==> config.mk <==
export PLATFORM = sky130hd
export DESIGN_NAME = stats_sampler
export DESIGN_NICKNAME = d
export VERILOG_FILES = /design/src/include/stats_defs.svh /design/src/rtl/stats_pkg.sv /design/src/rtl/stats_sampler.sv
export SDC_FILE = /design/constraint.sdc
export NUM_CORES = 1
export LEC_CHECK = 0
export BUFFER_PORTS_ARGS = -buffer_cell sky130_fd_sc_hd__buf_2
export CAP_MARGIN = 30
export CORE_AREA = 5 5 361 363
export DETAILED_ROUTE_END_ITERATION = 8
export DIE_AREA = 0 0 366 368
export SYNTH_ARGS = -nofsm -noshare
export SYNTH_HDL_FRONTEND = slang
export SYNTH_SLANG_ARGS = --single-unit
==> constraint.sdc <==
create_clock -name clk -period 6.02 [get_ports clk]
set_clock_uncertainty 0.1 [all_clocks]
set_input_delay 0.903 -clock clk [delete_from_list [all_inputs] [get_ports clk]]
set_output_delay 0.903 -clock clk [all_outputs]
set_load 0.1 [all_outputs]
==> src/include/stats_defs.svh <==
`ifndef STATS_DEFS_SVH
`define STATS_DEFS_SVH

// Bus geometry
`define STATS_ADDR_WIDTH 12
`define STATS_DATA_WIDTH 32

// Register map byte offsets
`define STATS_REG_CTRL 12'h000
`define STATS_REG_OCC 12'h004
`define STATS_REG_POP 12'h008
`define STATS_REG_INTERVAL 12'h00C
`define STATS_REG_SNAP 12'h010

// Anything above this answers SLVERR
`define STATS_LAST_ADDR 12'h047

`define STATS_FIFO_DEPTH 8

`endif

==> src/rtl/stats_pkg.sv <==
`default_nettype none

package stats_pkg;

	// One captured sample, timestamp in the top bits
	typedef struct packed {
		logic [63:0] timestamp;
		logic [63:0] tx_bytes;
		logic [63:0] tx_good;
		logic [63:0] tx_bad;
		logic [63:0] rx_bytes;
		logic [63:0] rx_good;
		logic [63:0] rx_bad;
	} stats_snapshot_t;

	typedef enum logic [1:0] {
		AXI_RESP_OKAY = 2'b00,
		AXI_RESP_SLVERR = 2'b10
	} axi_resp_t;

endpackage

`default_nettype wire

==> src/rtl/stats_sampler.sv <==
`timescale 1ns/1ps
`default_nettype none

module stats_sampler (
	input wire clk,
	input wire reset,
	input wire srst,
	input wire hold,
	input wire use_fifo,
	input wire [31:0] interval,

	input wire [63:0] current_time,
	input wire [5:0] stats_id,
	input wire [63:0] tx_bytes,
	input wire [63:0] tx_good,
	input wire [63:0] tx_bad,
	input wire [63:0] rx_bytes,
	input wire [63:0] rx_good,
	input wire [63:0] rx_bad,

	output stats_pkg::stats_snapshot_t snapshot,
	output logic sample_valid
);
	logic [5:0] last_id;
	logic [31:0] timer;
	logic capture;

	// Hold only freezes the live snapshot, queued mode keeps sampling
	assign capture = (stats_id != last_id) && (timer >= interval) && (use_fifo || !hold);

	always_ff @(posedge clk) begin
		if (reset || srst) begin
			last_id <= 6'd0;
			timer <= 32'd0;
			sample_valid <= 1'b0;
		end else begin
			sample_valid <= capture;
			if (capture) begin
				last_id <= stats_id;
				timer <= 32'd0;
			end else if (~&timer) begin
				timer <= timer + 32'd1;
			end
		end
	end

	always_ff @(posedge clk) begin
		if (reset || srst) begin
			snapshot <= '0;
		end else if (capture) begin
			snapshot.timestamp <= current_time;
			snapshot.tx_bytes <= tx_bytes;
			snapshot.tx_good <= tx_good;
			snapshot.tx_bad <= tx_bad;
			snapshot.rx_bytes <= rx_bytes;
			snapshot.rx_good <= rx_good;
			snapshot.rx_bad <= rx_bad;
		end
	end

endmodule

`default_nettype wire

==> flow_metrics.py <==
metrics = {
    "drt": {
        "highest_layer": "met5",
        "viasPerCell": 3.852,
        "drtIter0Drc": 986,
        "vias": 18800,
        "wl_mm": 92.23,
        "drc": 0,
        "antenna_left": 0,
        "wire_per_inst_um": 18.90,
        "wl_met2_mm": 44.61,
        "wl_met3_mm": 8.608,
        "drtPass1Iterations": 5,
        "wl_met1_mm": 36.72,
    },
    "clocking": {
        "cts_made_buffers": 59,
        "cts_tree": "yes",
        "clockBufferDepth": 3,
        "cts.htree.levels": 2,
        "post-cts-setup-buffers": 0,
        "clk_latency_ns": 0.63,
        "cts_root_buf": "clkbuf_16",
        "ctsHoldBuffers": 0,
        "cts_sinks": 487,
        "cts.clk_slew.worst_paths_ns": 0.06,
        "cts_resized": 0,
    },
    "setup_path": {
        "cp-start-kind": "flip-flop",
        "crit_buf_inv": 1,
        "cp_top_family": "simple AND/OR/NAND/NOR gates",
        "critical_path_required_ns": 6.47,
        "critPathMaxStageDelay_ns": 0.85,
        "path_class": "reg2reg",
        "worstPathArrival_ns": 4.13,
        "crit_path_max_fanout": 70,
        "crit_cells": 8,
        "crit_chain": "ha_1 > and4_1 > o211ai_1 > o32ai_1 > o211ai_2 > nand2_8 > buf_4 > mux2i_1",
        "slowest_stage": "buf_4",
        "rr_worst_depth": 8,
        "worst_setup_path_end_kind": "flip-flop",
    },
    "sta": {
        "max_slew.worst_pin.slew_ns": 0.9395,
        "setup_viol": 0,
        "relSlewSlack_pct": 37.37,
        "fin_setup_tns_ns": 0,
        "max_freq_mhz": 271.8,
        "slew_violations": 0,
        "period_needed_ns": 3.680,
        "rsz0062_at_grt": "no",
        "period_share_pct": 61.13,
        "hold_violations": 0,
    },
    "pwr": {
        "power.density_nw_per_um2": 252.3,
        "power_mw": 7.219,
        "p_leak_nw": 11.95,
        "peakVddDrop_v": 0.0001976,
    },
    "global_route": {
        "grt_overflow": 0,
        "grt_pass1_vias": 18400,
        "grt_use_total_pct": 12.94,
        "grt_max_degree": 155,
        "grt_pass1_wl_mm": 130.4,
        "antenna_found_initial": 56,
    },
    "status": {
        "outcome": "complete, no violations",
    },
    "synthesis": {
        "synth.area.mux_share_pct": 22.30,
        "synth_top_flop_cell": "dfxtp_1",
        "syn-num-nets": 2793,
        "synth-compound-area-share_pct": 1.011,
        "synth_top_family_by_area": "multiplexers",
        "synth_xor_area_share_pct": 1.544,
        "synth_cell_types": 41,
        "avgSynthCellArea_um2": 9.003,
        "synth-async-reset-ratio_pct": 0,
        "ys_ff_latch": 487,
        "ys_seq_area_share_pct": 47.73,
        "synthesis.area_um2": 20430,
        "synth-adder-area-share_pct": 2.021,
        "yosysWarnings": 0,
        "syn_inst": 2269,
        "yosys.area_share.simple_pct": 20.00,
        "synth_edf_count": 0,
    },
    "cells_and_area": {
        "fin_area_um2": 28620,
        "nets": 3665,
        "final_common_cell": "buf_2",
        "area_growth_pct": 40.09,
        "drive_gt1_share_pct": 33.59,
        "most-common-layout-cells": "buf_2 (939), nand2_1 (930), dfxtp_1 (487), mux2i_1 (455), clkbuf_16 (59)",
    },
    "placement": {
        "placed_cell_area_um2": 26600,
        "portBuffers": 939,
        "gp_congestion": 0.8958,
        "hpwlAfterDp_mm": 75.01,
    },
    "floorplan": {
        "start_util_pct": 16.12,
        "rows": 131,
        "die_area_um2": 134700,
        "die_w_um": 366,
        "core_area_um2": 126700,
        "die_h_um": 368,
        "ios": 940,
    },
    "min_path": {
        "min_path_cells": 2,
        "worst_hold_path_type": "reg2reg",
    },
    "run": {
        "maxCapViolCount": 0,
    },
}
stage by stage:
step                setup WS, ns  hold WS, ns  cells  utilization (%)
floorplan                  3.263       0.3465   2269                -
global placement           1.796       0.3383   4741            20.98
detailed placement         1.713       0.3425   4742            21.00
CTS                        2.338       0.2973   4853            22.53
global route               2.132       0.3339   4860            22.55
finish                     2.340       0.3507   4880            22.59
cell usage after synthesis (all sizes together), types with 2 or more instances:
library cell  number  area share [%]
clkbuf           104             1.9
dfxtp            487              48
inv               36            0.66
buf               53             2.8
nand4             18            0.58
and3               2           0.061
nand2            931              17
o21a               3            0.11
ha                33             2.0
o21ai              4           0.098
nor4               4            0.18
xnor2             14            0.60
nor2              37            0.68
a221o              2           0.098
nor3b              2            0.13
nor3              12            0.32
o211ai             2           0.098
mux2i            455              22
nand3             16            0.42
xor2              22            0.94
and4               7            0.30
a21oi             14            0.36
and2               3           0.092
power by group:
part | internal [mW] | total (mW) | switching [mW]
registers | 3.22 | 3.22 | 0.000803
logic | 0.165 | 0.382 | 0.217
clock network | 2.10 | 3.61 | 1.52
total | 5.49 | 7.22 | 1.73
final timing paths:
| check | start | end | slack (ns) |
|---|---|---|---|
| setup / recovery | timer[14]$_SDFFE_PP0N_ | snapshot[213]$_SDFFE_PP0P_ | 2.34 |
| hold / removal | snapshot[84]$_SDFFE_PP0P_ | snapshot[84]$_SDFFE_PP0P_ | 0.35 |
| setup reg to reg | timer[14]$_SDFFE_PP0N_ | snapshot[213]$_SDFFE_PP0P_ | 2.34 |
| hold reg to reg | snapshot[84]$_SDFFE_PP0P_ | snapshot[84]$_SDFFE_PP0P_ | 0.35 |
routing by layer:
| layer | track usage [%] | up-vias |
|---|---|---|
| li1 | - | 9177 |
| met1 | 14.98 | 8782 |
| met2 | 22.32 | 683 |
| met3 | 5.087 | 137 |
| met4 | 3.344 | 18 |
| met5 | 0 | - |
worst reg2reg max path, cell delays in order (launching register included):
cell,delay (ns)
dfxtp_1,0.39
ha_1,0.35
and4_1,0.27
o211ai_1,0.10
o32ai_1,0.32
o211ai_2,0.19
nand2_8,0.62
buf_4,0.94
mux2i_1,0.34
state kept, by name, summed over array words and instances (netlist names):
signal,cells
last_id,6
sample_valid,1
snapshot,448
timer,32
cell type report:
cell class              instances  area [µm²]
fillers                     14110       98080
flip-flops and latches        487        9749
multi-input cells            1589        9595
repair buffers                968        5042
well taps                    1662        2079
clock buffers                  90        1713
clock inverters                21       234.0
inverters                      36       135.1
diodes                         27       67.56
kinds of logic (layout without fill, tap and decap cells):
kind of cell | Yosys count | in the layout
buffers and inverters | 193 | 1115
AO/OA/AOI/OAI | 30 | 30
flip-flops | 487 | 487
multiplexers | 455 | 455
XOR/XNOR | 36 | 36
adder cells (fa/ha/maj) | 33 | 33
AND/OR/NAND/NOR | 1035 | 1035
other | 0 | 27
Power figures use the tool's default switching activity.
