[config.mk]
export PLATFORM = sky130hd
export DESIGN_NAME = snapshot_fifo
export DESIGN_NICKNAME = d
export VERILOG_FILES = /design/src/rtl/stats_pkg.sv /design/src/rtl/snapshot_fifo.sv
export VERILOG_INCLUDE_DIRS = /design/src /design/src/include
export SDC_FILE = /design/constraint.sdc
export NUM_CORES = 2
export LEC_CHECK = 0
export BUFFER_PORTS_ARGS = -buffer_cell sky130_fd_sc_hd__buf_2
export CAP_MARGIN = 10
export CORE_MARGIN = 2
export CORE_UTILIZATION = 38
export CTS_CLUSTER_SIZE = 25
export DETAILED_ROUTE_END_ITERATION = 12
export SLEW_MARGIN = 0
export SYNTH_ARGS = -nofsm -noshare
export SYNTH_HDL_FRONTEND = slang
export SYNTH_SLANG_ARGS = --single-unit
[constraint.sdc]
create_clock -name clk -period 91.5 [get_ports clk]
set_input_delay 4.575 -clock clk [delete_from_list [all_inputs] [get_ports clk]]
set_output_delay 4.575 -clock clk [all_outputs]
set_load 0.05 [all_outputs]
[src/include/stats_defs.svh]
`ifndef STATS_DEFS_SVH
`define STATS_DEFS_SVH

// Bus geometry
`define STATS_ADDR_WIDTH 12
`define STATS_DATA_WIDTH 32

// Register map byte offsets
`define STATS_REG_CTRL 12'h000
`define STATS_REG_OCC 12'h004
`define STATS_REG_POP 12'h008
`define STATS_REG_INTERVAL 12'h00C
`define STATS_REG_SNAP 12'h010

// Anything above this answers SLVERR
`define STATS_LAST_ADDR 12'h047

`define STATS_FIFO_DEPTH 8

`endif

[src/rtl/stats_pkg.sv]
`default_nettype none

package stats_pkg;

	// One captured sample, timestamp in the top bits
	typedef struct packed {
		logic [63:0] timestamp;
		logic [63:0] tx_bytes;
		logic [63:0] tx_good;
		logic [63:0] tx_bad;
		logic [63:0] rx_bytes;
		logic [63:0] rx_good;
		logic [63:0] rx_bad;
	} stats_snapshot_t;

	typedef enum logic [1:0] {
		AXI_RESP_OKAY = 2'b00,
		AXI_RESP_SLVERR = 2'b10
	} axi_resp_t;

endpackage

`default_nettype wire

[src/rtl/snapshot_fifo.sv]
`timescale 1ns/1ps
`default_nettype none

`include "stats_defs.svh"

module snapshot_fifo #(
	parameter int DEPTH = `STATS_FIFO_DEPTH
) (
	input wire clk,
	input wire reset,
	input wire srst,

	input wire push,
	input wire stats_pkg::stats_snapshot_t push_data,

	input wire pop_req,
	output stats_pkg::stats_snapshot_t head,
	output logic pop_done,
	output logic [15:0] occupancy
);
	import stats_pkg::*;

	localparam int PTR_W = $clog2(DEPTH);

	stats_snapshot_t mem [DEPTH];
	logic [PTR_W-1:0] wr_ptr;
	logic [PTR_W-1:0] rd_ptr;
	logic [PTR_W:0] count;
	logic full;
	logic do_pop;
	logic rd_adv;

	assign full = count == (PTR_W+1)'(DEPTH);
	assign do_pop = pop_req && (count != '0);
	// A push into a full queue pushes the oldest entry out
	assign rd_adv = do_pop | (push & full);
	assign occupancy = 16'(count);

	always_ff @(posedge clk) begin
		if (reset || srst) begin
			wr_ptr <= '0;
			rd_ptr <= '0;
			count <= '0;
		end else begin
			if (push) begin
				wr_ptr <= wr_ptr + 1'b1;
			end
			if (rd_adv) begin
				rd_ptr <= rd_ptr + 1'b1;
			end
			count <= count + (PTR_W+1)'(push) - (PTR_W+1)'(rd_adv);
		end
	end

	always_ff @(posedge clk) begin
		if (push) begin
			mem[wr_ptr] <= push_data;
		end
	end

	// Head keeps its value on a pop of an empty queue
	always_ff @(posedge clk) begin
		if (reset || srst) begin
			head <= '0;
		end else if (do_pop) begin
			head <= mem[rd_ptr];
		end
	end

	always_ff @(posedge clk) begin
		if (reset) begin
			pop_done <= 1'b0;
		end else begin
			pop_done <= pop_req;
		end
	end

endmodule

`default_nettype wire

==> summary.txt <==
Place
  • Placer Congestion: 0.7665
  • Buffers on Ports: between 900 and 1000
  • Hpwl dp: 216200 microns

Clocking
  • H-tree depth: 5
  • Post-CTS Resized: 0
  • Clock sink total: between 4000 and 5000
  • CTS tree: yes
  • Clk_lat worst skew: between 0.9 and 1 ns
  • CTS Hold Bufs: 0
  • CTS max path bufs: 4
  • Clock-pin transition on the worst setup and hold timing paths: about 0.060 ns
  • Cts bufs inserted: 408
  • Setup bufs post-CTS: 0
  • Root Driver: clkbuf_16

Layout
  • Share of layout cells above drive strength 1: a little under a quarter
  • Multi-input logic area: 0.02965 sq mm
  • FF/Latch Area: about 0.12 sq mm
  • Area grow syn2layout: 15.84%
  • Fill count: 33690
  • Final net count: just over 9000

Synthesis
  • Synth Flop Type: edfxtp_1
  • Sequential area share after synthesis: between 70% and 80%
  • Biggest area consumer among synthesized cells: edfxtp_1
  • Async S/R FF share, synth: 0%
  • Synth Cell Area: between 0.1 and 0.15 sq mm
  • #FFs+latches synth: a little over 4000
  • Syn Area/Cell: just under 20 sq um
  • Netlist cell types: 31
  • Syn Inst Count: roughly 7800
  • Post-synth EDFFs: 3584
  • Yosys top cell area share: between 70% and 80%
  • Yosys warnings: 0
  • Synth top cells by count: edfxtp_1, mux2i_1, nor2_1
  • Synth area leaders: edfxtp_1, mux4_2, dfxtp_1
  • Cell with the most instances after synthesis: edfxtp_1

Route
  • Post-route DRC: 0
  • Routed vias: between 70000 and 80000
  • Antenna Violating Nets Remaining: 0
  • Average wire per standard cell: 26.71 microns
  • Vias/cell: 5.407
  • Initial drt markers: roughly 6900
  • Routed Wire Length: 384400 microns
  • Drt first pass iters: 5

Setup path
  • R2R Path End: head[134]$_SDFFE_PP0P_
  • Crit end category: register
  • R2R Path Start: rd_ptr[2]$_SDFFE_PP0N_
  • FF-to-FF path depth: 9
  • Worst reg-to-reg setup slack: 85.31 ns
  • Crit path max fanout: 50
  • WP data required: a little over 90 ns
  • Worst Setup Start Kind: primary input
  • Critical Path AT: roughly 9.4 ns
  • Critical path class: in -> reg
  • Crit path to: mem[5][192]$_DFFE_PP_
  • CP Launch Point: push

Min path
  • Path type of the worst min-delay path: reg -> reg

STA
  • FMAX: between 100 and 150 MHz
  • Tmin final: slightly below 9 ns
  • RSZ-0062 raised after global routing: false
  • Clock Skew: 0.07008 ns
  • Hold Fails Final Rpt: 0
  • Final setup TNS: 0 ns
  • Final setup violation count: 0
  • Worst-Margin Slew: 1.206 ns
  • Relative slew slack: slightly below 20%
  • Fin crit share: under 10%
  • Slew Viols, Final: 0
  • Fin Hold WS: 0.4885 ns

Global routing
  • Grt ovf: 0
  • Vias in the first global route: roughly 80000
  • GR Util All Layers: about a fifth
  • Initial antenna violation count: around 190
  • Largest net degree at the start of global routing: 140
  • First-pass GRT wire length: 553400 microns

Pwr
  • Peak supply drop: between 0.015 and 0.02 mV
  • Pwr Density: about 26 mW/mm^2
  • Leakage: ~0.054 uW

Floorplan
  • Die height: about 630 microns
  • Starting Density: 38.12%
  • Core Area: around 0.39 sq mm
  • Num rows: 230
  • Num ports: between 900 and 1000
  • Die ar.: 0.3982 sq mm
  • Die width: ~630 microns

Run status
  • Status: complete, no violations

Run
  • Maxcap violations: 0
-- cell families (layout without fill, tap and decap cells) --
group                    count (synthesis)  after routing  share of synthesized area (%)
AO/OA/AOI/OAI                          901            901                          4.148
XOR/XNOR                                 5              5                        0.02932
adder cells (fa/ha/maj)                  9              9                        0.08040
buffers and inverters                  522           1840                          2.056
flip-flops                            4043           4043                          78.19
multiplexers                          1346           1346                          12.77
other                                    1            103                       0.002510
AND/OR/NAND/NOR                        928            928                          2.727
-- state kept, by name (all words and copies together) (netlist names) --
name      flops
count         4
mem        3584
pop_done      1
rd_ptr        3
head        448
wr_ptr        3
-- metrics by stage --
stage	cells	cell area, sq um	worst slack, ns	power (uW)	util (%)
6_report	14400	173100	82.72	4442	44.15
5_1_grt	14330	172900	82.39	4599	44.11
4_1_cts	14300	172800	82.62	4486	44.10
3_5_place_dp	13530	158900	81.52	2783	40.55
3_3_place_gp	13530	158900	81.56	2775	40.55
2_1_floorplan	7766	149400	54.94	2586	-
-- cell usage in the layout (no fill, tap or decap), drive strengths merged, types with 132 or more instances in the layout --
cell type  count
nor3         450
mux2i        898
a211oi       448
buf         1060
mux4         448
dfxtp        459
nor2         464
clkinv       132
clkbuf       566
o22ai        448
edfxtp      3584
-- how the worst min path moves through the flow --
stage                                 from                      to  slack (ns)  depth (start not counted)
global route        head[112]$_SDFFE_PP0P_  head[112]$_SDFFE_PP0P_        0.51                          2
global placement    head[401]$_SDFFE_PP0P_  head[401]$_SDFFE_PP0P_        0.47                          2
floorplan           wr_ptr[2]$_SDFFE_PP0P_  wr_ptr[2]$_SDFFE_PP0P_        0.49                          2
detailed placement   head[17]$_SDFFE_PP0P_   head[17]$_SDFFE_PP0P_        0.48                          2
CTS                 head[288]$_SDFFE_PP0P_  head[288]$_SDFFE_PP0P_        0.49                          2
finish               head[96]$_SDFFE_PP0P_   head[96]$_SDFFE_PP0P_        0.49                          2
-- layer usage --
metal	up-vias	global-route usage, %	routed length [microns]
met3	721	4.480	30570
met5	-	0	565
met4	94	5.376	11020
met1	40770	24.28	154200
li1	33540	-	-
met2	2713	31.37	188100
-- final cells by class --
cell class / count / area share, %
Sequential cell: 4043 / 67.50
Antenna cell: 91 / 0.1316
Tap cell: 5220 / 3.774
Inverter: 10 / 0.02169
Clock buffer: 566 / 6.565
Multi-Input combinational cell: 3201 / 17.13
Clock inverter: 204 / 1.465
Timing Repair Buffer: 1060 / 3.405
-- worst max-delay path: stages --
cell	delay [ns]
buf_2	0.18
nand2_1	0.23
nor2_4	0.77
buf_4	0.73
buf_4	0.69
buf_4	0.66
buf_4	0.57
buf_4	0.67
-- where the power goes --
group / internal [uW] / leakage (uW) / total [uW] / switching [uW]
logic: 173 / 0.0113 / 634 / 461
registers: 2060 / 0.0363 / 2100 / 38.3
clock network: 995 / 0.00674 / 1710 / 710
total: 3230 / 0.0543 / 4440 / 1210
Note: power is estimated with default switching activity, not from simulation.
