<file path="src/include/stats_defs.svh">
`ifndef STATS_DEFS_SVH
`define STATS_DEFS_SVH

// Bus geometry
`define STATS_ADDR_WIDTH 12
`define STATS_DATA_WIDTH 32

// Register map byte offsets
`define STATS_REG_CTRL 12'h000
`define STATS_REG_OCC 12'h004
`define STATS_REG_POP 12'h008
`define STATS_REG_INTERVAL 12'h00C
`define STATS_REG_SNAP 12'h010

// Anything above this answers SLVERR
`define STATS_LAST_ADDR 12'h047

`define STATS_FIFO_DEPTH 8

`endif

</file>
<file path="src/rtl/stats_pkg.sv">
`default_nettype none

package stats_pkg;

	// One captured sample, timestamp in the top bits
	typedef struct packed {
		logic [63:0] timestamp;
		logic [63:0] tx_bytes;
		logic [63:0] tx_good;
		logic [63:0] tx_bad;
		logic [63:0] rx_bytes;
		logic [63:0] rx_good;
		logic [63:0] rx_bad;
	} stats_snapshot_t;

	typedef enum logic [1:0] {
		AXI_RESP_OKAY = 2'b00,
		AXI_RESP_SLVERR = 2'b10
	} axi_resp_t;

endpackage

`default_nettype wire

</file>
<file path="src/rtl/axi_lite_slave.sv">
`timescale 1ns/1ps
`default_nettype none

`include "stats_defs.svh"

module axi_lite_slave (
	input wire clk,
	input wire reset,

	input wire [`STATS_ADDR_WIDTH-1:0] awaddr,
	input wire [2:0] awprot,
	input wire awvalid,
	output logic awready,

	input wire [`STATS_DATA_WIDTH-1:0] wdata,
	input wire [`STATS_DATA_WIDTH/8-1:0] wstrb,
	input wire wvalid,
	output logic wready,

	output logic [1:0] bresp,
	output logic bvalid,
	input wire bready,

	input wire [`STATS_ADDR_WIDTH-1:0] araddr,
	input wire [2:0] arprot,
	input wire arvalid,
	output logic arready,

	output logic [`STATS_DATA_WIDTH-1:0] rdata,
	output logic [1:0] rresp,
	output logic rvalid,
	input wire rready,

	output logic write_req,
	output logic [`STATS_ADDR_WIDTH-1:0] write_addr,
	output logic [`STATS_DATA_WIDTH-1:0] write_data,
	output logic [`STATS_DATA_WIDTH/8-1:0] write_strb,
	input wire write_ready,
	input wire stats_pkg::axi_resp_t write_resp,

	output logic read_req,
	output logic [`STATS_ADDR_WIDTH-1:0] read_addr,
	input wire read_ready,
	input wire stats_pkg::axi_resp_t read_resp,
	input wire [`STATS_DATA_WIDTH-1:0] read_value
);
	logic wr_accept;
	logic rd_accept;

	// One transaction per path until its response has been taken
	assign wr_accept = awvalid & wvalid & ~write_req & ~bvalid;
	assign rd_accept = arvalid & ~read_req & ~rvalid;

	assign awready = wr_accept;
	assign wready = wr_accept;
	assign arready = rd_accept;

	always_ff @(posedge clk) begin
		if (reset) begin
			write_req <= 1'b0;
			bvalid <= 1'b0;
		end else begin
			if (wr_accept) begin
				write_req <= 1'b1;
			end
			if (write_req && write_ready) begin
				write_req <= 1'b0;
				bvalid <= 1'b1;
			end
			if (bvalid && bready) begin
				bvalid <= 1'b0;
			end
		end
	end

	always_ff @(posedge clk) begin
		if (reset) begin
			read_req <= 1'b0;
			rvalid <= 1'b0;
		end else begin
			if (rd_accept) begin
				read_req <= 1'b1;
			end
			if (read_req && read_ready) begin
				read_req <= 1'b0;
				rvalid <= 1'b1;
			end
			if (rvalid && rready) begin
				rvalid <= 1'b0;
			end
		end
	end

	// Request and response payloads
	always_ff @(posedge clk) begin
		if (wr_accept) begin
			write_addr <= awaddr;
			write_data <= wdata;
			write_strb <= wstrb;
		end
		if (write_req && write_ready) begin
			bresp <= write_resp;
		end
		if (rd_accept) begin
			read_addr <= araddr;
		end
		if (read_req && read_ready) begin
			rdata <= read_value;
			rresp <= read_resp;
		end
	end

endmodule

`default_nettype wire

</file>
<file path="config.mk">
export PLATFORM = sky130hd
export DESIGN_NAME = axi_lite_slave
export DESIGN_NICKNAME = d
export VERILOG_FILES = /design/src/rtl/stats_pkg.sv /design/src/rtl/axi_lite_slave.sv
export VERILOG_INCLUDE_DIRS = /design/src /design/src/include
export SDC_FILE = /design/constraint.sdc
export NUM_CORES = 1
export LEC_CHECK = 0
export ABC_AREA = 1
export CORE_AREA = 2 2 82 84
export DETAILED_ROUTE_END_ITERATION = 8
export DIE_AREA = 0 0 84 86
export DONT_BUFFER_PORTS = 1
export PLACE_DENSITY_LB_ADDON = 0.3
export SLEW_MARGIN = 15
export SYNTH_ARGS = -nofsm -noshare
export SYNTH_HDL_FRONTEND = slang
export SYNTH_SLANG_ARGS = --single-unit
</file>
<file path="constraint.sdc">
create_clock -name clk -period 5.31 [get_ports clk]
set_input_delay 0.531 -clock clk [delete_from_list [all_inputs] [get_ports clk]]
set_output_delay 0.531 -clock clk [all_outputs]
set_load 0.01 [all_outputs]
</file>
==> summary.md <==
| Metric | Value |
|---|---|
| Overflow after GRT | `0` |
| Post-route design area | `3360 um^2` |
| Register area share after synthesis | `0.966` |
| Final worst setup slack | `3090 ps` |
| Cell count after synthesis | `123` |
| RR Endpoint | `read_addr[9]` |
| Initial Util | `0.489` |
| Netlist Area Pre-Place | `3070 um^2` |
| Worst Hold Endpoint | `read_addr[10]` |
| R2R Path Start | `rvalid` |
| Post-CTS Resized | `0` |
| Avg Inst Size Synth | `24.9 um^2` |
| Cell Count Post-Placement | `200` |
| Syn Nets | `234` |
| Final setup fails | `0` |
| TritonCTS Buffers | `9` |
| Die height | `86 um` |
| # clock sinks | `100` |
| Die area | `7220 um^2` |
| CTS tree | `built` |
| Area contributors post-synth | `edfxtp_1 (94%), dfxtp_1 (2.6%), nand2_1 (0.98%), inv_1 (0.61%), a21oi_1 (0.49%)` |
| Largest net degree at the start of global routing | `51` |
| Cell area power density | `424 nW/um^2` |
| Final Max Slew Viols | `0` |
| Post-DRT Antenna Nets | `0` |
| Clk slew on worst S/H paths | `90 ps` |
| Layout Cells excl Fill | `216` |
| PortBufs | `0` |
| Worst reg-to-reg path cell count | `3` |
| Ports | `214` |
| Async SR Flop Fraction | `0` |
| Vias in the first global route | `1133` |
| HP Start | `araddr[10]` |
| Tot GR Track Use | `0.145` |
| Setup tns final | `0 ps` |
| Critical Path Max Stage Delay | `840 ps` |
| Slowest CP cell | `nor2_1` |
| Final WL | `5540 um` |
| CP Capture Type | `output port` |
| Clk buf depth | `2` |
| Pre-CTS setup slack | `3360 ps` |
| Kind of critical path | `reg2out` |
| Synth Flop Type | `edfxtp_1` |
| Initial antenna violation count | `0` |
| Clock root buffer | `clkbuf_8` |
| Vias | `1158` |
| Clock latency reported for the late side of the worst-skew pair | `340 ps` |
| CP max FO | `13` |
| Total power | `1.42 mW` |
| Ant. Diodes | `0` |
| DRT iter0 DRCs | `75` |
| Clk_skew | `7.63 ps` |
| Post-DR wirelength/cell | `25.6 um` |
| Setup crit start kind | `flip-flop` |
| Number of placement rows | `29` |
| Gp weighted congestion | `0.690` |
| Worst Hold Class | `in2reg` |
| Nets@finish | `245` |
| Top cells by count, synth | `edfxtp_1 (96), nand2_1 (8), inv_1 (5)` |
| Peak supply drop | `0.262 mV` |
| Rel. slew slack | `0.258` |
| Count leader, synth | `edfxtp_1` |
| Worst-margin pin slew | `1110 ps` |
| Share of post-route cells with drive strength above 1 | `0.144` |
| Die width | `84 um` |
| Post-synth EDFFs | `96` |
| First-pass GRT wire length | `7180 um` |
| Post-CTS Setup Bufs | `0` |
| R2R Setup Slk | `3580 ps` |
| First-pass iteration count of the detailed router | `6` |
| Fmax achieved | `0.450 GHz` |
| Leak pwr | `1.09 nW` |
| RSZ-0062 raised after global routing | `no` |
| CP Data Required Time | `4780 ps` |
| Status | `completed` |
| Synth warn | `0` |
| Tmin final | `2220 ps` |
| Final hold vios | `0` |
| CP cell instances | `inv_1 > nand2_1 > nor2_1` |
| Data arrival time of the critical path | `1690 ps` |
| Total core area | `6280 um^2` |
| Distinct cells, synth | `12` |
| Post-DP HPWL | `4130 um` |
| DR DRC count | `0` |
| Top-area cell type share of the netlist area | `0.940` |
| Number of synthesized register bits | `100` |
| H-tree Lvls | `3` |
| Area leader, netlist | `edfxtp_1` |
| Vias/cell | `5.36` |
| Final worst-path cycle share | `0.418` |
| Placed cell area | `3170 um^2` |
| Fillers | `496` |
| Max-cap viol count | `0` |
| CTS Hold Bufs | `0` |
| WHS Path Cells | `0` |
| Area grow syn2layout | `9.54%` |
==> registers in the layout, indices dropped and copies added (netlist names) <==
register	count
bvalid	1
bresp	2
rvalid	1
write_req	1
read_addr	12
write_data	32
write_strb	4
read_req	1
rdata	32
rresp	2
write_addr	12
==> worst max-delay path by stage <==
| stage | startpoint | to | slack (ps) | depth (start not counted) |
|---|---|---|---|---|
| 3_5_place_dp | arvalid | arready | 3360 | 2 |
| 6_report | rvalid | arready | 3090 | 3 |
| 5_1_grt | rvalid | arready | 2950 | 3 |
| 3_3_place_gp | arvalid | arready | 3430 | 2 |
| 2_1_floorplan | awvalid | wready | 190 | 3 |
| 4_1_cts | rvalid | arready | 3050 | 3 |
==> placed cells by master, fill, tap and decap left out, drive strengths merged <==
cell type / synthesis / layout
a21oi: 3 / 3
buf: 1 / 1
bufinv: 0 / 1
clkbuf: 0 / 9
clkinv: 0 / 4
clkinvlp: 0 / 2
dfxtp: 4 / 4
edfxtp: 96 / 96
inv: 6 / 6
nand2: 8 / 8
nor2: 2 / 2
nor3: 1 / 1
o21a: 1 / 1
o21bai: 1 / 1
==> power breakdown <==
| part | total [mW] | leakage, nW | switching, mW | internal, mW |
|---|---|---|---|---|
| sequential | 0.947 | 0.924 | 0.0349 | 0.912 |
| combinational | 0.0254 | 0.0741 | 0.0218 | 0.00359 |
| clock | 0.451 | 0.0926 | 0.236 | 0.215 |
==> cell families (layout without fill, tap and decap cells) <==
kind of cell | Yosys count | after routing | synth area share
simple gates | 11 | 11 | 0.0147
compound gates | 5 | 5 | 0.00979
flops | 100 | 100 | 0.966
buf+inv | 7 | 23 | 0.00979
==> stage by stage <==
stage,hold WS (ps),utilization
4_1_cts,251,0.535
3_3_place_gp,514,0.505
6_report,279,0.535
5_1_grt,243,0.535
2_1_floorplan,493,-
3_5_place_dp,538,0.505
==> metal layers <==
metal  track usage  wire, um  share of wire  up-vias
li1              -         -              -      492
met1         0.138      1820           0.33      580
met2         0.255      3220           0.58       77
met3        0.0712       385          0.069        9
met4        0.0821       118          0.021        0
met5             0         0              0        -
==> final cells by class <==
class / instances / area [um^2] / area share
inverters: 6 / 22.5 / 0.00670
well taps: 77 / 96.3 / 0.0287
multi-input cells: 16 / 80.1 / 0.0238
clock buffers: 9 / 124 / 0.0369
flip-flops and latches: 100 / 2960 / 0.882
repair buffers: 1 / 7.51 / 0.00223
clock inverters: 7 / 67.6 / 0.0201
==> worst max-delay path: cells and delay by family, from the launching register on <==
family / cells / cell delay, ps
AND/OR/NAND/NOR: 2 / 910
buffers and inverters: 1 / 90
flip-flops: 1 / 360
Note: power is estimated with default switching activity, not from simulation.
