**config.mk**
```make
export PLATFORM = sky130hd
export DESIGN_NAME = stats_regs
export DESIGN_NICKNAME = d
export VERILOG_FILES = /design/src/rtl/stats_pkg.sv /design/src/rtl/stats_regs.sv
export VERILOG_INCLUDE_DIRS = /design/src /design/src/include
export SDC_FILE = /design/constraint.sdc
export NUM_CORES = 1
export LEC_CHECK = 0
export ABC_AREA = 1
export BUFFER_PORTS_ARGS = -buffer_cell sky130_fd_sc_hd__buf_4
export CORE_AREA = 2 2 408 410
export DETAILED_ROUTE_END_ITERATION = 8
export DIE_AREA = 0 0 410 412
export GPL_TIMING_DRIVEN = 0
export PLACE_DENSITY = 0.3
export SLEW_MARGIN = 40
export SYNTH_ARGS = -nofsm -noshare
export SYNTH_HDL_FRONTEND = slang
export SYNTH_SLANG_ARGS = --single-unit
export TNS_END_PERCENT = 30
```
**constraint.sdc**
```tcl
create_clock -name clk -period 1.68 [get_ports clk]
set_input_delay 0.084 -clock clk [delete_from_list [all_inputs] [get_ports clk]]
set_output_delay 0.084 -clock clk [all_outputs]
set_load 0.03 [all_outputs]
```
**src/include/stats_defs.svh**
```systemverilog
`ifndef STATS_DEFS_SVH
`define STATS_DEFS_SVH

// Bus geometry
`define STATS_ADDR_WIDTH 12
`define STATS_DATA_WIDTH 32

// Register map byte offsets
`define STATS_REG_CTRL 12'h000
`define STATS_REG_OCC 12'h004
`define STATS_REG_POP 12'h008
`define STATS_REG_INTERVAL 12'h00C
`define STATS_REG_SNAP 12'h010

// Anything above this answers SLVERR
`define STATS_LAST_ADDR 12'h047

`define STATS_FIFO_DEPTH 8

`endif

```
**src/rtl/stats_pkg.sv**
```systemverilog
`default_nettype none

package stats_pkg;

	// One captured sample, timestamp in the top bits
	typedef struct packed {
		logic [63:0] timestamp;
		logic [63:0] tx_bytes;
		logic [63:0] tx_good;
		logic [63:0] tx_bad;
		logic [63:0] rx_bytes;
		logic [63:0] rx_good;
		logic [63:0] rx_bad;
	} stats_snapshot_t;

	typedef enum logic [1:0] {
		AXI_RESP_OKAY = 2'b00,
		AXI_RESP_SLVERR = 2'b10
	} axi_resp_t;

endpackage

`default_nettype wire

```
**src/rtl/stats_regs.sv**
```systemverilog
`timescale 1ns/1ps
`default_nettype none

`include "stats_defs.svh"

module stats_regs (
	input wire clk,
	input wire reset,

	input wire write_req,
	input wire [`STATS_ADDR_WIDTH-1:0] write_addr,
	input wire [`STATS_DATA_WIDTH-1:0] write_data,
	input wire [`STATS_DATA_WIDTH/8-1:0] write_strb,
	output logic write_ready,
	output stats_pkg::axi_resp_t write_resp,

	input wire read_req,
	input wire [`STATS_ADDR_WIDTH-1:0] read_addr,
	output logic read_ready,
	output stats_pkg::axi_resp_t read_resp,
	output logic [`STATS_DATA_WIDTH-1:0] read_value,

	input wire stats_pkg::stats_snapshot_t snapshot,
	input wire stats_pkg::stats_snapshot_t head,
	input wire [15:0] occupancy,
	input wire pop_done,

	output logic enable,
	output logic srst,
	output logic hold,
	output logic use_fifo,
	output logic [31:0] interval,
	output logic pop_req
);
	import stats_pkg::*;

	logic [`STATS_ADDR_WIDTH-1:0] wr_word;
	logic [`STATS_ADDR_WIDTH-1:0] rd_word;
	logic [`STATS_DATA_WIDTH-1:0] wr_mask;
	logic wr_accept;
	logic write_ack;
	logic pop_wait;
	logic [6:0][63:0] snap_fields;
	logic [3:0] snap_word;

	assign wr_word = {write_addr[`STATS_ADDR_WIDTH-1:2], 2'b00};
	assign rd_word = {read_addr[`STATS_ADDR_WIDTH-1:2], 2'b00};
	assign wr_mask = {{8{write_strb[3]}}, {8{write_strb[2]}}, {8{write_strb[1]}}, {8{write_strb[0]}}};

	assign wr_accept = write_req & ~write_ack & ~pop_wait;
	// Plain writes finish a cycle after acceptance, pops when the FIFO answers
	assign write_ready = write_ack | pop_done;
	assign write_resp = (write_addr > `STATS_LAST_ADDR) ? AXI_RESP_SLVERR : AXI_RESP_OKAY;

	always_ff @(posedge clk) begin
		if (reset) begin
			enable <= 1'b0;
			srst <= 1'b0;
			hold <= 1'b0;
			use_fifo <= 1'b0;
			interval <= 32'd0;
			write_ack <= 1'b0;
			pop_req <= 1'b0;
			pop_wait <= 1'b0;
		end else begin
			write_ack <= 1'b0;
			pop_req <= 1'b0;
			if (pop_done) begin
				pop_wait <= 1'b0;
			end
			if (wr_accept) begin
				if (wr_word == `STATS_REG_POP) begin
					pop_req <= 1'b1;
					pop_wait <= 1'b1;
				end else begin
					write_ack <= 1'b1;
				end
				if (wr_word == `STATS_REG_CTRL && write_strb[0]) begin
					enable <= write_data[0];
					srst <= write_data[1];
					hold <= write_data[2];
					use_fifo <= write_data[3];
				end
				if (wr_word == `STATS_REG_INTERVAL) begin
					interval <= (write_data & wr_mask) | (interval & ~wr_mask);
				end
			end
			// Soft reset wins over everything but its own bit
			if (srst) begin
				enable <= 1'b0;
				hold <= 1'b0;
				use_fifo <= 1'b0;
				interval <= 32'd0;
			end
		end
	end

	// Snapshot words run low then high per field, timestamp first
	assign snap_fields = use_fifo ? head : snapshot;
	assign snap_word = 4'(read_addr[6:2] - 5'(`STATS_REG_SNAP >> 2));

	assign read_ready = read_req;

	always_comb begin
		read_resp = AXI_RESP_OKAY;
		read_value = '0;
		if (read_addr > `STATS_LAST_ADDR) begin
			read_resp = AXI_RESP_SLVERR;
		end else if (rd_word >= `STATS_REG_SNAP) begin
			read_value = snap_fields[3'd6 - snap_word[3:1]][{snap_word[0], 5'd0} +: 32];
		end else begin
			case (rd_word)
				`STATS_REG_CTRL: read_value = {28'd0, use_fifo, hold, srst, enable};
				`STATS_REG_OCC: read_value = {16'd0, occupancy};
				`STATS_REG_INTERVAL: read_value = interval;
				default: read_value = '0;
			endcase
		end
	end

endmodule

`default_nettype wire

```
==> results of run 1 <==
-- cell families after synthesis --
group           Yosys count  synth area share (%)
simple gates           1883                  66.2
buf+inv                 413                  15.1
xor+xnor                  1                 0.138
flops                    39                  6.61
compound gates          267                  11.6
other cells               1                0.0318
fa+ha+maj                 4                 0.424
-- cell type report --
class	instances	area, um^2
flip-flops and latches	39	785
repair buffers	1088	8750
well taps	2189	2740
diodes	31	77.6
multi-input cells	2157	11900
plain buffers	205	2250
inverters	208	821
fillers	19400	137000
clock buffers	5	125
clock inverters	3	43.8
-- how the worst min path moves through the flow --
| stage | cells past startpoint | slack [ns] | start | to |
|---|---|---|---|---|
| 2_1_floorplan | 2 | 0.22 | write_addr[2] | write_ack |
| 3_3_place_gp | 3 | 0.36 | write_addr[2] | write_ack |
| 3_5_place_dp | 3 | 0.36 | write_addr[2] | write_ack |
| 4_1_cts | 3 | 0.05 | write_addr[2] | write_ack |
| 5_1_grt | 3 | 0.07 | write_data[28] | flip-flop |
| 6_report | 3 | 0.05 | write_addr[2] | write_ack |
-- Yosys cell counts --
| cell type | n |
|---|---|
| inv_1 | 202 |
| buf_6 | 1 |
| a31oi_1 | 1 |
| nand3_1 | 543 |
| clkbuf_1 | 38 |
| nor2_4 | 2 |
| clkinv_1 | 3 |
| a21oi_1 | 124 |
| o211ai_1 | 8 |
| nand4_2 | 1 |
| nand2_1 | 1114 |
| nor2_2 | 2 |
| xnor2_2 | 1 |
| nand4_1 | 2 |
| nor2_1 | 196 |
| o21ai_1 | 13 |
| buf_4 | 15 |
| conb_1 | 1 |
| and3_1 | 1 |
| buf_2 | 131 |
| inv_2 | 3 |
| ha_1 | 4 |
| and2_1 | 1 |
| buf_1 | 20 |
| nand2_2 | 1 |
| a41oi_1 | 1 |
| nor3_1 | 20 |
| a31o_2 | 1 |
| dfxtp_1 | 39 |
| o21ai_0 | 119 |
-- routing by layer --
layer / routed length, um / vias to the layer above / global-route usage, %
met5: 100 / - / 0
met4: 3830 / 16 / 3.66
li1: - / 10600 / -
met3: 11800 / 158 / 3.52
met1: 92500 / 11200 / 31.0
met2: 103000 / 1027 / 41.5
-- power by group --
| group | switching [uW] | leakage [uW] | internal, uW |
|---|---|---|---|
| combinational | 4250 | 0.0128 | 2830 |
| sequential | 0.646 | 0.000315 | 924 |
| clock | 454 | 0.0000840 | 702 |
| total | 4700 | 0.0132 | 4460 |
-- worst min-delay path, stage by stage --
cell and delay (ns):
buf_4 0.09, nor3_1 0.06, nor2_1 0.07
-- repair_timing --
item,4_1_cts,5_1_grt
resized for setup,652,327
cloned,6,7
buffers inserted,13,7
pin swaps,39,112
endpoints found under the setup margin,61,54
hold endpoints to repair,0,0
-- through the flow --
step / std cells / utilization (%) / setup WS, ns / power [uW]
floorplan: 2609 / - / -0.0543 / 2730
global placement: 5843 / 13.7 / -2.76 / 6930
detailed placement: 5854 / 14.0 / -2.17 / 7070
CTS: 5881 / 15.8 / -1.06 / 8970
global route: 5913 / 16.7 / -1.03 / 9660
finish: 5925 / 16.7 / -0.976 / 9160
==> impl_metrics.toml, run 1 <==
[power_and_ir_drop]
vdd_drop_max_mv = 0.315
powerDensity_nw_per_um2 = 334
power.leakage_uw = 0.0132

[clocking]
htreeDepth = 2
clkSinkCount = 39
cts_made_buffers = 5
cts_root_buf = "clkbuf_16"
cts_tree = "done"
clkLatencyLatePin_ns = 0.30
hold_buffers = 0
cts.clk_slew.worst_paths_ns = 0.07
clockBufferDepth = 2

[grt]
grt_pass1_vias = 23200
grt_pass1_wl_um = 257000
overflow = 0
grt_max_degree = 14
antenna_found_initial = 82
grtUsageTotal_pct = 23.7

[floorplanning]
ioPinCount = 1052
dieArea_um2 = 169000
start_util_pct = 7.19
core_um2 = 164000
die_w_um = 410
die_h_um = 412
rows = 149

[setup_path]
required_ns = 1.60
rr_startpoint = "pop_wait"
crit_path_frequent_cell = "nand2_2"
crit_path_top_delay_cell = "dfxtp_4"
cpLargestDelayFamily = "buffers and inverters"
cp_max_fo = 8
cp-end-kind = "output port"
arrival_ns = 2.57
setup.worst_path.end = "read_value[13]"
r2r_slack_ns = -0.31
start_kind = "flip-flop"
cpPeakStageDelay_ns = 0.40
cp_num_buf_inv = 5
criticalPathCategory = "flip-flop to output port"
path_cells = "buf_12 > clkinv_16 > buf_16 > clkbuf_16 > nand2_2 > nand3_1 > nand2_2 > o21ai_4 > nand3_2 > a21oi_4 > buf_6"
cp.depth = 11
reg2regPathDepth = 7
crit_start = "use_fifo"

[placement]
hpwlAfterDp_um = 184000
placed_cell_area_um2 = 22900
port-buffer-count = 1045
gp_congestion = 0.906

[sta]
max_freq_ghz = 0.377
fin_crit_ns = 2.66
setup_viol = 37
fin_tns_setup_ns = -29.78
setup_ws_ns = -0.976
final.period_utilization_pct = 158
slew_violations = 0
max_slew_margin_pct = 51.1
fin_hold_ws_ns = 0.0538
rsz0062_at_grt = "yes"
tightest_slew_ns = 0.734
final_hold_viol_count = 0
fin_worst_skew_ns = 0.0104

[cells_and_area]
num-nets-final = 4685
area_delta_synth_final_pct = 133
drive_above_1_share_pct = 47.2
layout_common_cells = "1,068 x buf_4, 966 x nand2_1, 384 x nand3_1"
final_area_um2 = 27500
final_common_cell = "buf_4"

[logic_synthesis]
ys_seq_elements = 39
synth_cell_types = 30
syn-instance-count = 2608
syn_area_um2 = 11800
synthTopCellsByArea = "nand2_1 35%, nand3_1 23%, dfxtp_1 6.6%"
synth_top_area_share_pct = 35.4
syn_avg_cell_area_um2 = 4.53
yosysTopAreaCell = "nand2_1"
ys_seq_area_share_pct = 6.61
yosys_warnings = 0

[detailed_routing]
drt-initial-drc-count = 1882
wl_per_cell_um = 35.7
drt-vias-per-instance = 3.88
drc = 0
postRouteAntennaNets = 0
drt_pre_antenna_iters = 8
totalWireLength_um = 211000
vias = 23000

[min_path]
min_path_type = "primary input to flip-flop"

[run]
max-cap-violations = 0

[outcome]
outcome = "finished, violations left"
violations = "negative setup slack"
Power figures use the tool's default switching activity.
==> inputs of run 2 (changes only) <==
--- a/config.mk
+++ b/config.mk
@@ -8,9 +8,9 @@
 export LEC_CHECK = 0
 export ABC_AREA = 1
 export BUFFER_PORTS_ARGS = -buffer_cell sky130_fd_sc_hd__buf_4
-export CORE_AREA = 2 2 408 410
+export CORE_AREA = 2 2 406 408
 export DETAILED_ROUTE_END_ITERATION = 8
-export DIE_AREA = 0 0 410 412
+export DIE_AREA = 0 0 408 410
 export GPL_TIMING_DRIVEN = 0
 export PLACE_DENSITY = 0.3
 export SLEW_MARGIN = 40
==> constraint.sdc (replaced) <==
create_clock -name clk -period 3.2 [get_ports clk]
set_input_delay 0.16 -clock clk [delete_from_list [all_inputs] [get_ports clk]]
set_output_delay 0.16 -clock clk [all_outputs]
set_load 0.03 [all_outputs]
==> run 2 against run 1 <==
Total power decreased by 53%. Routed wire length decreased by 1.3%. Global-route usage about the same. The flow still finishes with violations (negative setup slack). Final area decreased by 14%. Cell count decreased by 0.49%. Worst setup slack improved by 0.96 ns. Count of clock-buffer cells in the layout unchanged. Hold slack improved by 0.079 ns.
==> impl_metrics.toml, run 2 (same netlist as run 1, synthesis figures left out) <==
[sta]
max_slew_margin_pct = 43.0
max_freq_ghz = 0.311
tightest_slew_ns = 0.855
final_hold_viol_count = 0
setup_ws_ns = -0.0150
slew_violations = 0
fin_worst_skew_ns = 0.00812
fin_tns_setup_ns = -0.0252
setup_viol = 2
final.period_utilization_pct = 100
rsz0062_at_grt = "yes"
fin_crit_ns = 3.21

[power_and_ir_drop]
powerDensity_nw_per_um2 = 182
vdd_drop_max_mv = 0.159
power.leakage_uw = 0.0120
power_uw = 4300

[grt]
antenna_found_initial = 70
grt_max_degree = 14
overflow = 0
grt_pass1_vias = 22500
grtUsageTotal_pct = 23.7
grt_pass1_wl_um = 255000

[clocking]
clockBufferDepth = 2
htreeDepth = 2
cts.clk_slew.worst_paths_ns = 0.07
clkSinkCount = 39
clkLatencyLatePin_ns = 0.29
cts_root_buf = "clkbuf_16"
cts_made_buffers = 5
cts_tree = "done"

[floorplanning]
rows = 149
ioPinCount = 1052
die_w_um = 408
die_h_um = 410
start_util_pct = 7.22
dieArea_um2 = 167000
core_um2 = 163000

[placement]
placed_cells = 5849
hpwlAfterDp_um = 185000
post-place-ws_ns = -1.07
gp_congestion = 0.923
port-buffer-count = 1045
placed_cell_area_um2 = 22600

[setup_path]
required_ns = 3.04
cpPeakStageDelay_ns = 0.41
path_cells = "inv_2 > buf_4 > clkbuf_2 > nand2_1 > nand3_1 > nand3_1 > nand3_1 > nand3_1 > nand3_4 > nand2_1 > nor2_2 > buf_4"
arrival_ns = 3.05
reg2regPathDepth = 7
cp_max_fo = 10
criticalPathCategory = "flip-flop to output port"
start_kind = "flip-flop"
r2r_slack_ns = 1.15
crit_path_frequent_cell = "nand3_1"
cp-end-kind = "output port"
crit_path_top_delay_cell = "dfxtp_4"
rr_startpoint = "pop_wait"

[min_path]
min_path_type = "primary input to flip-flop"
min_to = "write_ack"
hp-start = "write_addr[2]"
hold_depth = 3

[detailed_routing]
wl_per_cell_um = 35.4
totalWireLength_um = 209000
drt-initial-drc-count = 1939
vias = 23000
drc = 0
drt-vias-per-instance = 3.89
postRouteAntennaNets = 0
drt_pre_antenna_iters = 5

[cells_and_area]
final_common_cell = "buf_4"
area_delta_synth_final_pct = 99.7
final_area_um2 = 23600
nFillCells = 19700
drive_above_1_share_pct = 36.3
num-nets-final = 4653
layout_common_cells = "1,103 x buf_4, 1,101 x nand2_1, 518 x nand3_1"
stdcell_count = 5896

[outcome]
violations = "negative setup slack"
outcome = "finished, violations left"

[run]
max-cap-violations = 0
[run 2: cell types whose count changed in the layout (fill, tap and decap cells not counted), sizes merged]
cell	change
buf	-38
clkbuf	+5
diode	+3
clkdlybuf4s15	+1
clkinv	-1
inv	+1
[run 2: per-stage QoR]
step                      hold WS [ns]  utilization (%)
final                            0.133             14.4
after global routing             0.161             14.4
after CTS                        0.115             14.3
after detailed placement         0.423             13.8
after global placement           0.417             13.7
after floorplan                  0.299                -
[run 2: what timing repair did]
action / 4_1_cts / 5_1_grt
setup endpoints to repair: 32 / 25
hold buffers: 0 / 0
setup buffers: 3 / 1
pin swaps: 2 / 0
gates resized for setup: 161 / 36
[run 2: worst max path at each step]
stage,start,endpoint,depth (start not counted)
after global placement,read_addr[4],read_value[27],11
after detailed placement,read_addr[4],read_value[27],11
after CTS,use_fifo,read_value[18],12
after floorplan,use_fifo,read_value[29],9
final,use_fifo,read_value[3],12
after global routing,read_addr[4],read_value[31],13
[run 2: power by group]
part / internal [uW] / total [uW] / switching [uW]
clock network: 369 / 599 / 230
registers: 485 / 485 / 0.368
logic: 1270 / 3220 / 1950
total: 2120 / 4300 / 2180
[run 2: cell type report]
type,count,area (um^2),share of cell area (%)
clock inverter,3,43.8,0.186
inverter,208,782,3.32
multi-input combinational,2157,9580,40.6
clock buffer,5,125,0.531
buffer,205,1350,5.72
antenna,34,85.1,0.361
timing repair buffer,1056,8090,34.3
sequential,39,785,3.33
tap,2189,2740,11.6
[run 2: routing by layer]
layer | routed length (um) | GRT usage (%) | vias to the layer above
met4 | 3190 | 3.37 | 30
met5 | 190 | 0 | -
li1 | - | - | 10500
met1 | 91500 | 31.2 | 11300
met2 | 100000 | 40.8 | 1060
met3 | 13700 | 4.57 | 115
[run 2: worst max-delay path, delay by kind of cell, from the launching register on]
family,cells,cell delay (ns)
buffers and inverters,4,0.98
DFF,1,0.41
and+or+nand+nor,8,1.32
==> inputs of run 3 (changes only) <==
--- a/config.mk
+++ b/config.mk
@@ -9,10 +9,12 @@
 export ABC_AREA = 1
 export BUFFER_PORTS_ARGS = -buffer_cell sky130_fd_sc_hd__buf_4
 export CORE_AREA = 2 2 406 408
+export CTS_CLUSTER_DIAMETER = 50
 export DETAILED_ROUTE_END_ITERATION = 8
 export DIE_AREA = 0 0 408 410
 export GPL_TIMING_DRIVEN = 0
 export PLACE_DENSITY = 0.3
+export REMOVE_ABC_BUFFERS = 1
 export SLEW_MARGIN = 40
 export SYNTH_ARGS = -nofsm -noshare
 export SYNTH_HDL_FRONTEND = slang
==> run 3 against run 2 <==
The run now ends clean. Via count down 9.3%. Routed wire length shrank 30%. Combinational power fell by 18%. Count of clock-buffer cells in the layout unchanged. Largest power group unchanged.
==> impl_metrics.toml, run 3 (same netlist as run 1, synthesis figures left out) <==
[outcome]
outcome = "finished clean"

[grt]
antenna_found_initial = 62
overflow = 0
grtUsageTotal_pct = 16.7
grt_max_degree = 68
grt_pass1_vias = 20900
grt_pass1_wl_um = 190000

[sta]
fin_crit_ns = 3.11
slew_violations = 0
max_freq_ghz = 0.321
max_slew_margin_pct = 43.3
fin_worst_skew_ns = 0.0254
final_hold_viol_count = 0
setup_viol = 0
tightest_slew_ns = 0.841
rsz0062_at_grt = "yes"
final.period_utilization_pct = 97.3

[floorplanning]
ioPinCount = 1052
core_um2 = 163000
die_h_um = 410
dieArea_um2 = 167000
start_util_pct = 7.22
die_w_um = 408
rows = 149

[power_and_ir_drop]
vdd_drop_max_mv = 0.201
power.leakage_uw = 0.0117
powerDensity_nw_per_um2 = 162
power_uw = 3800

[detailed_routing]
postRouteAntennaNets = 0
drc = 0
drt-vias-per-instance = 3.63
vias = 20800
drt-initial-drc-count = 1402
wl_per_cell_um = 25.4
drt_pre_antenna_iters = 5
totalWireLength_um = 146000

[cells_and_area]
num-nets-final = 4507
drive_above_1_share_pct = 33.2
nFillCells = 19500
layout_common_cells = "1,107 x nand2_1, 1,048 x buf_4, 533 x nand3_1"
regArea_um2 = 785
multiInputGateArea_um2 = 9450
final_common_cell = "nand2_1"
utilization_pct = 14.4
area_delta_synth_final_pct = 98.8

[placement]
hpwlAfterDp_um = 119000
gp_congestion = 0.859
port-buffer-count = 1045

[clocking]
htreeDepth = 2
cts_made_buffers = 5
cts_root_buf = "clkbuf_16"
cts_tree = "done"
clkLatencyLatePin_ns = 0.36
clkSinkCount = 39
clockBufferDepth = 2
cts.clk_slew.worst_paths_ns = 0.09

[setup_path]
criticalPathCategory = "primary input to output port"
required_ns = 3.04
cp_max_fo = 52
start_kind = "primary input"
arrival_ns = 2.95
cp-end-kind = "output port"

[min_path]
min_path_type = "primary input to flip-flop"

[run]
max-cap-violations = 0
-- run 3: cell count changes in the layout (fill, tap and decap cells not counted), moves of 18 or more --
cell	change
buf_2	-79
buf_4	-55
diode_2	-19
clkbuf_4	-18
clkbuf_2	-19
buf_16	+23
-- run 3: worst paths after layout --
| path | startpoint | cells past startpoint | slack (ns) | end |
|---|---|---|---|---|
| worst max-delay path | read_addr[2] | 12 | 0.09 | read_value[6] |
| worst min-delay path | write_addr[2] | 3 | 0.07 | write_ack |
| worst max register to register | pop_wait | 6 | 0.87 | flip-flop |
| worst min register to register | flip-flop | 2 | 0.47 | flip-flop |
-- run 3: report_power, final --
group,total [uW],switching (uW),internal (uW)
Combinational,2630,1360,1270
Clock,676,379,297
Sequential,485,0.364,485
Total,3800,1740,2050
-- run 3: timing repair --
item                       in CTS  in global routing
pin swaps                       2                  2
resized for setup              21                  7
hold buffers                    0                  0
buffers inserted                6                  0
cloned                         10                  1
setup endpoints to repair      30                  8
-- run 3: metrics by stage --
step	instances	TNS, ns	setup slack [ns]	hold slack (ns)	instance area (um^2)
finish	5731	0	0.0879	0.0684	23500
global route	5724	-0.00353	-0.00353	0.0478	23500
detailed placement	5691	-2.68	-0.387	0.320	22800
floorplan	2404	-527.60	-15.98	0.299	10800
CTS	5715	0	0.0412	0.0185	23400
global placement	5638	-1499.19	-44.51	0.320	21400
-- run 3: cell type report --
class | instances | share of cell area, %
Clock buffer | 5 | 0.533
Clock inverter | 3 | 0.101
Multi-Input combinational cell | 2157 | 40.3
Timing Repair inverter | 1 | 0.0373
Antenna cell | 15 | 0.160
Inverter | 208 | 3.55
Tap cell | 2189 | 11.7
Sequential cell | 39 | 3.34
Timing Repair Buffer | 1114 | 40.3
-- run 3: routing by layer --
metal  vias up  wire length, um  part of all wire [%]  track usage, %
met5         -               27                 0.019               0
met4         4             2020                   1.4            2.32
met3       128             8640                   5.9            3.26
met2       791            72300                    50            29.6
met1      9753            62800                    43            21.1
li1      10200                -                     -               -
-- run 3: worst max-delay path: stages --
cell,delay [ns]
buf_12,0.38
inv_8,0.21
buf_16,0.27
nor2_1,0.22
nand3_1,0.11
inv_2,0.27
buf_12,0.22
nand2_1,0.07
nand3_1,0.41
nand2_1,0.12
a21oi_1,0.14
buf_4,0.19
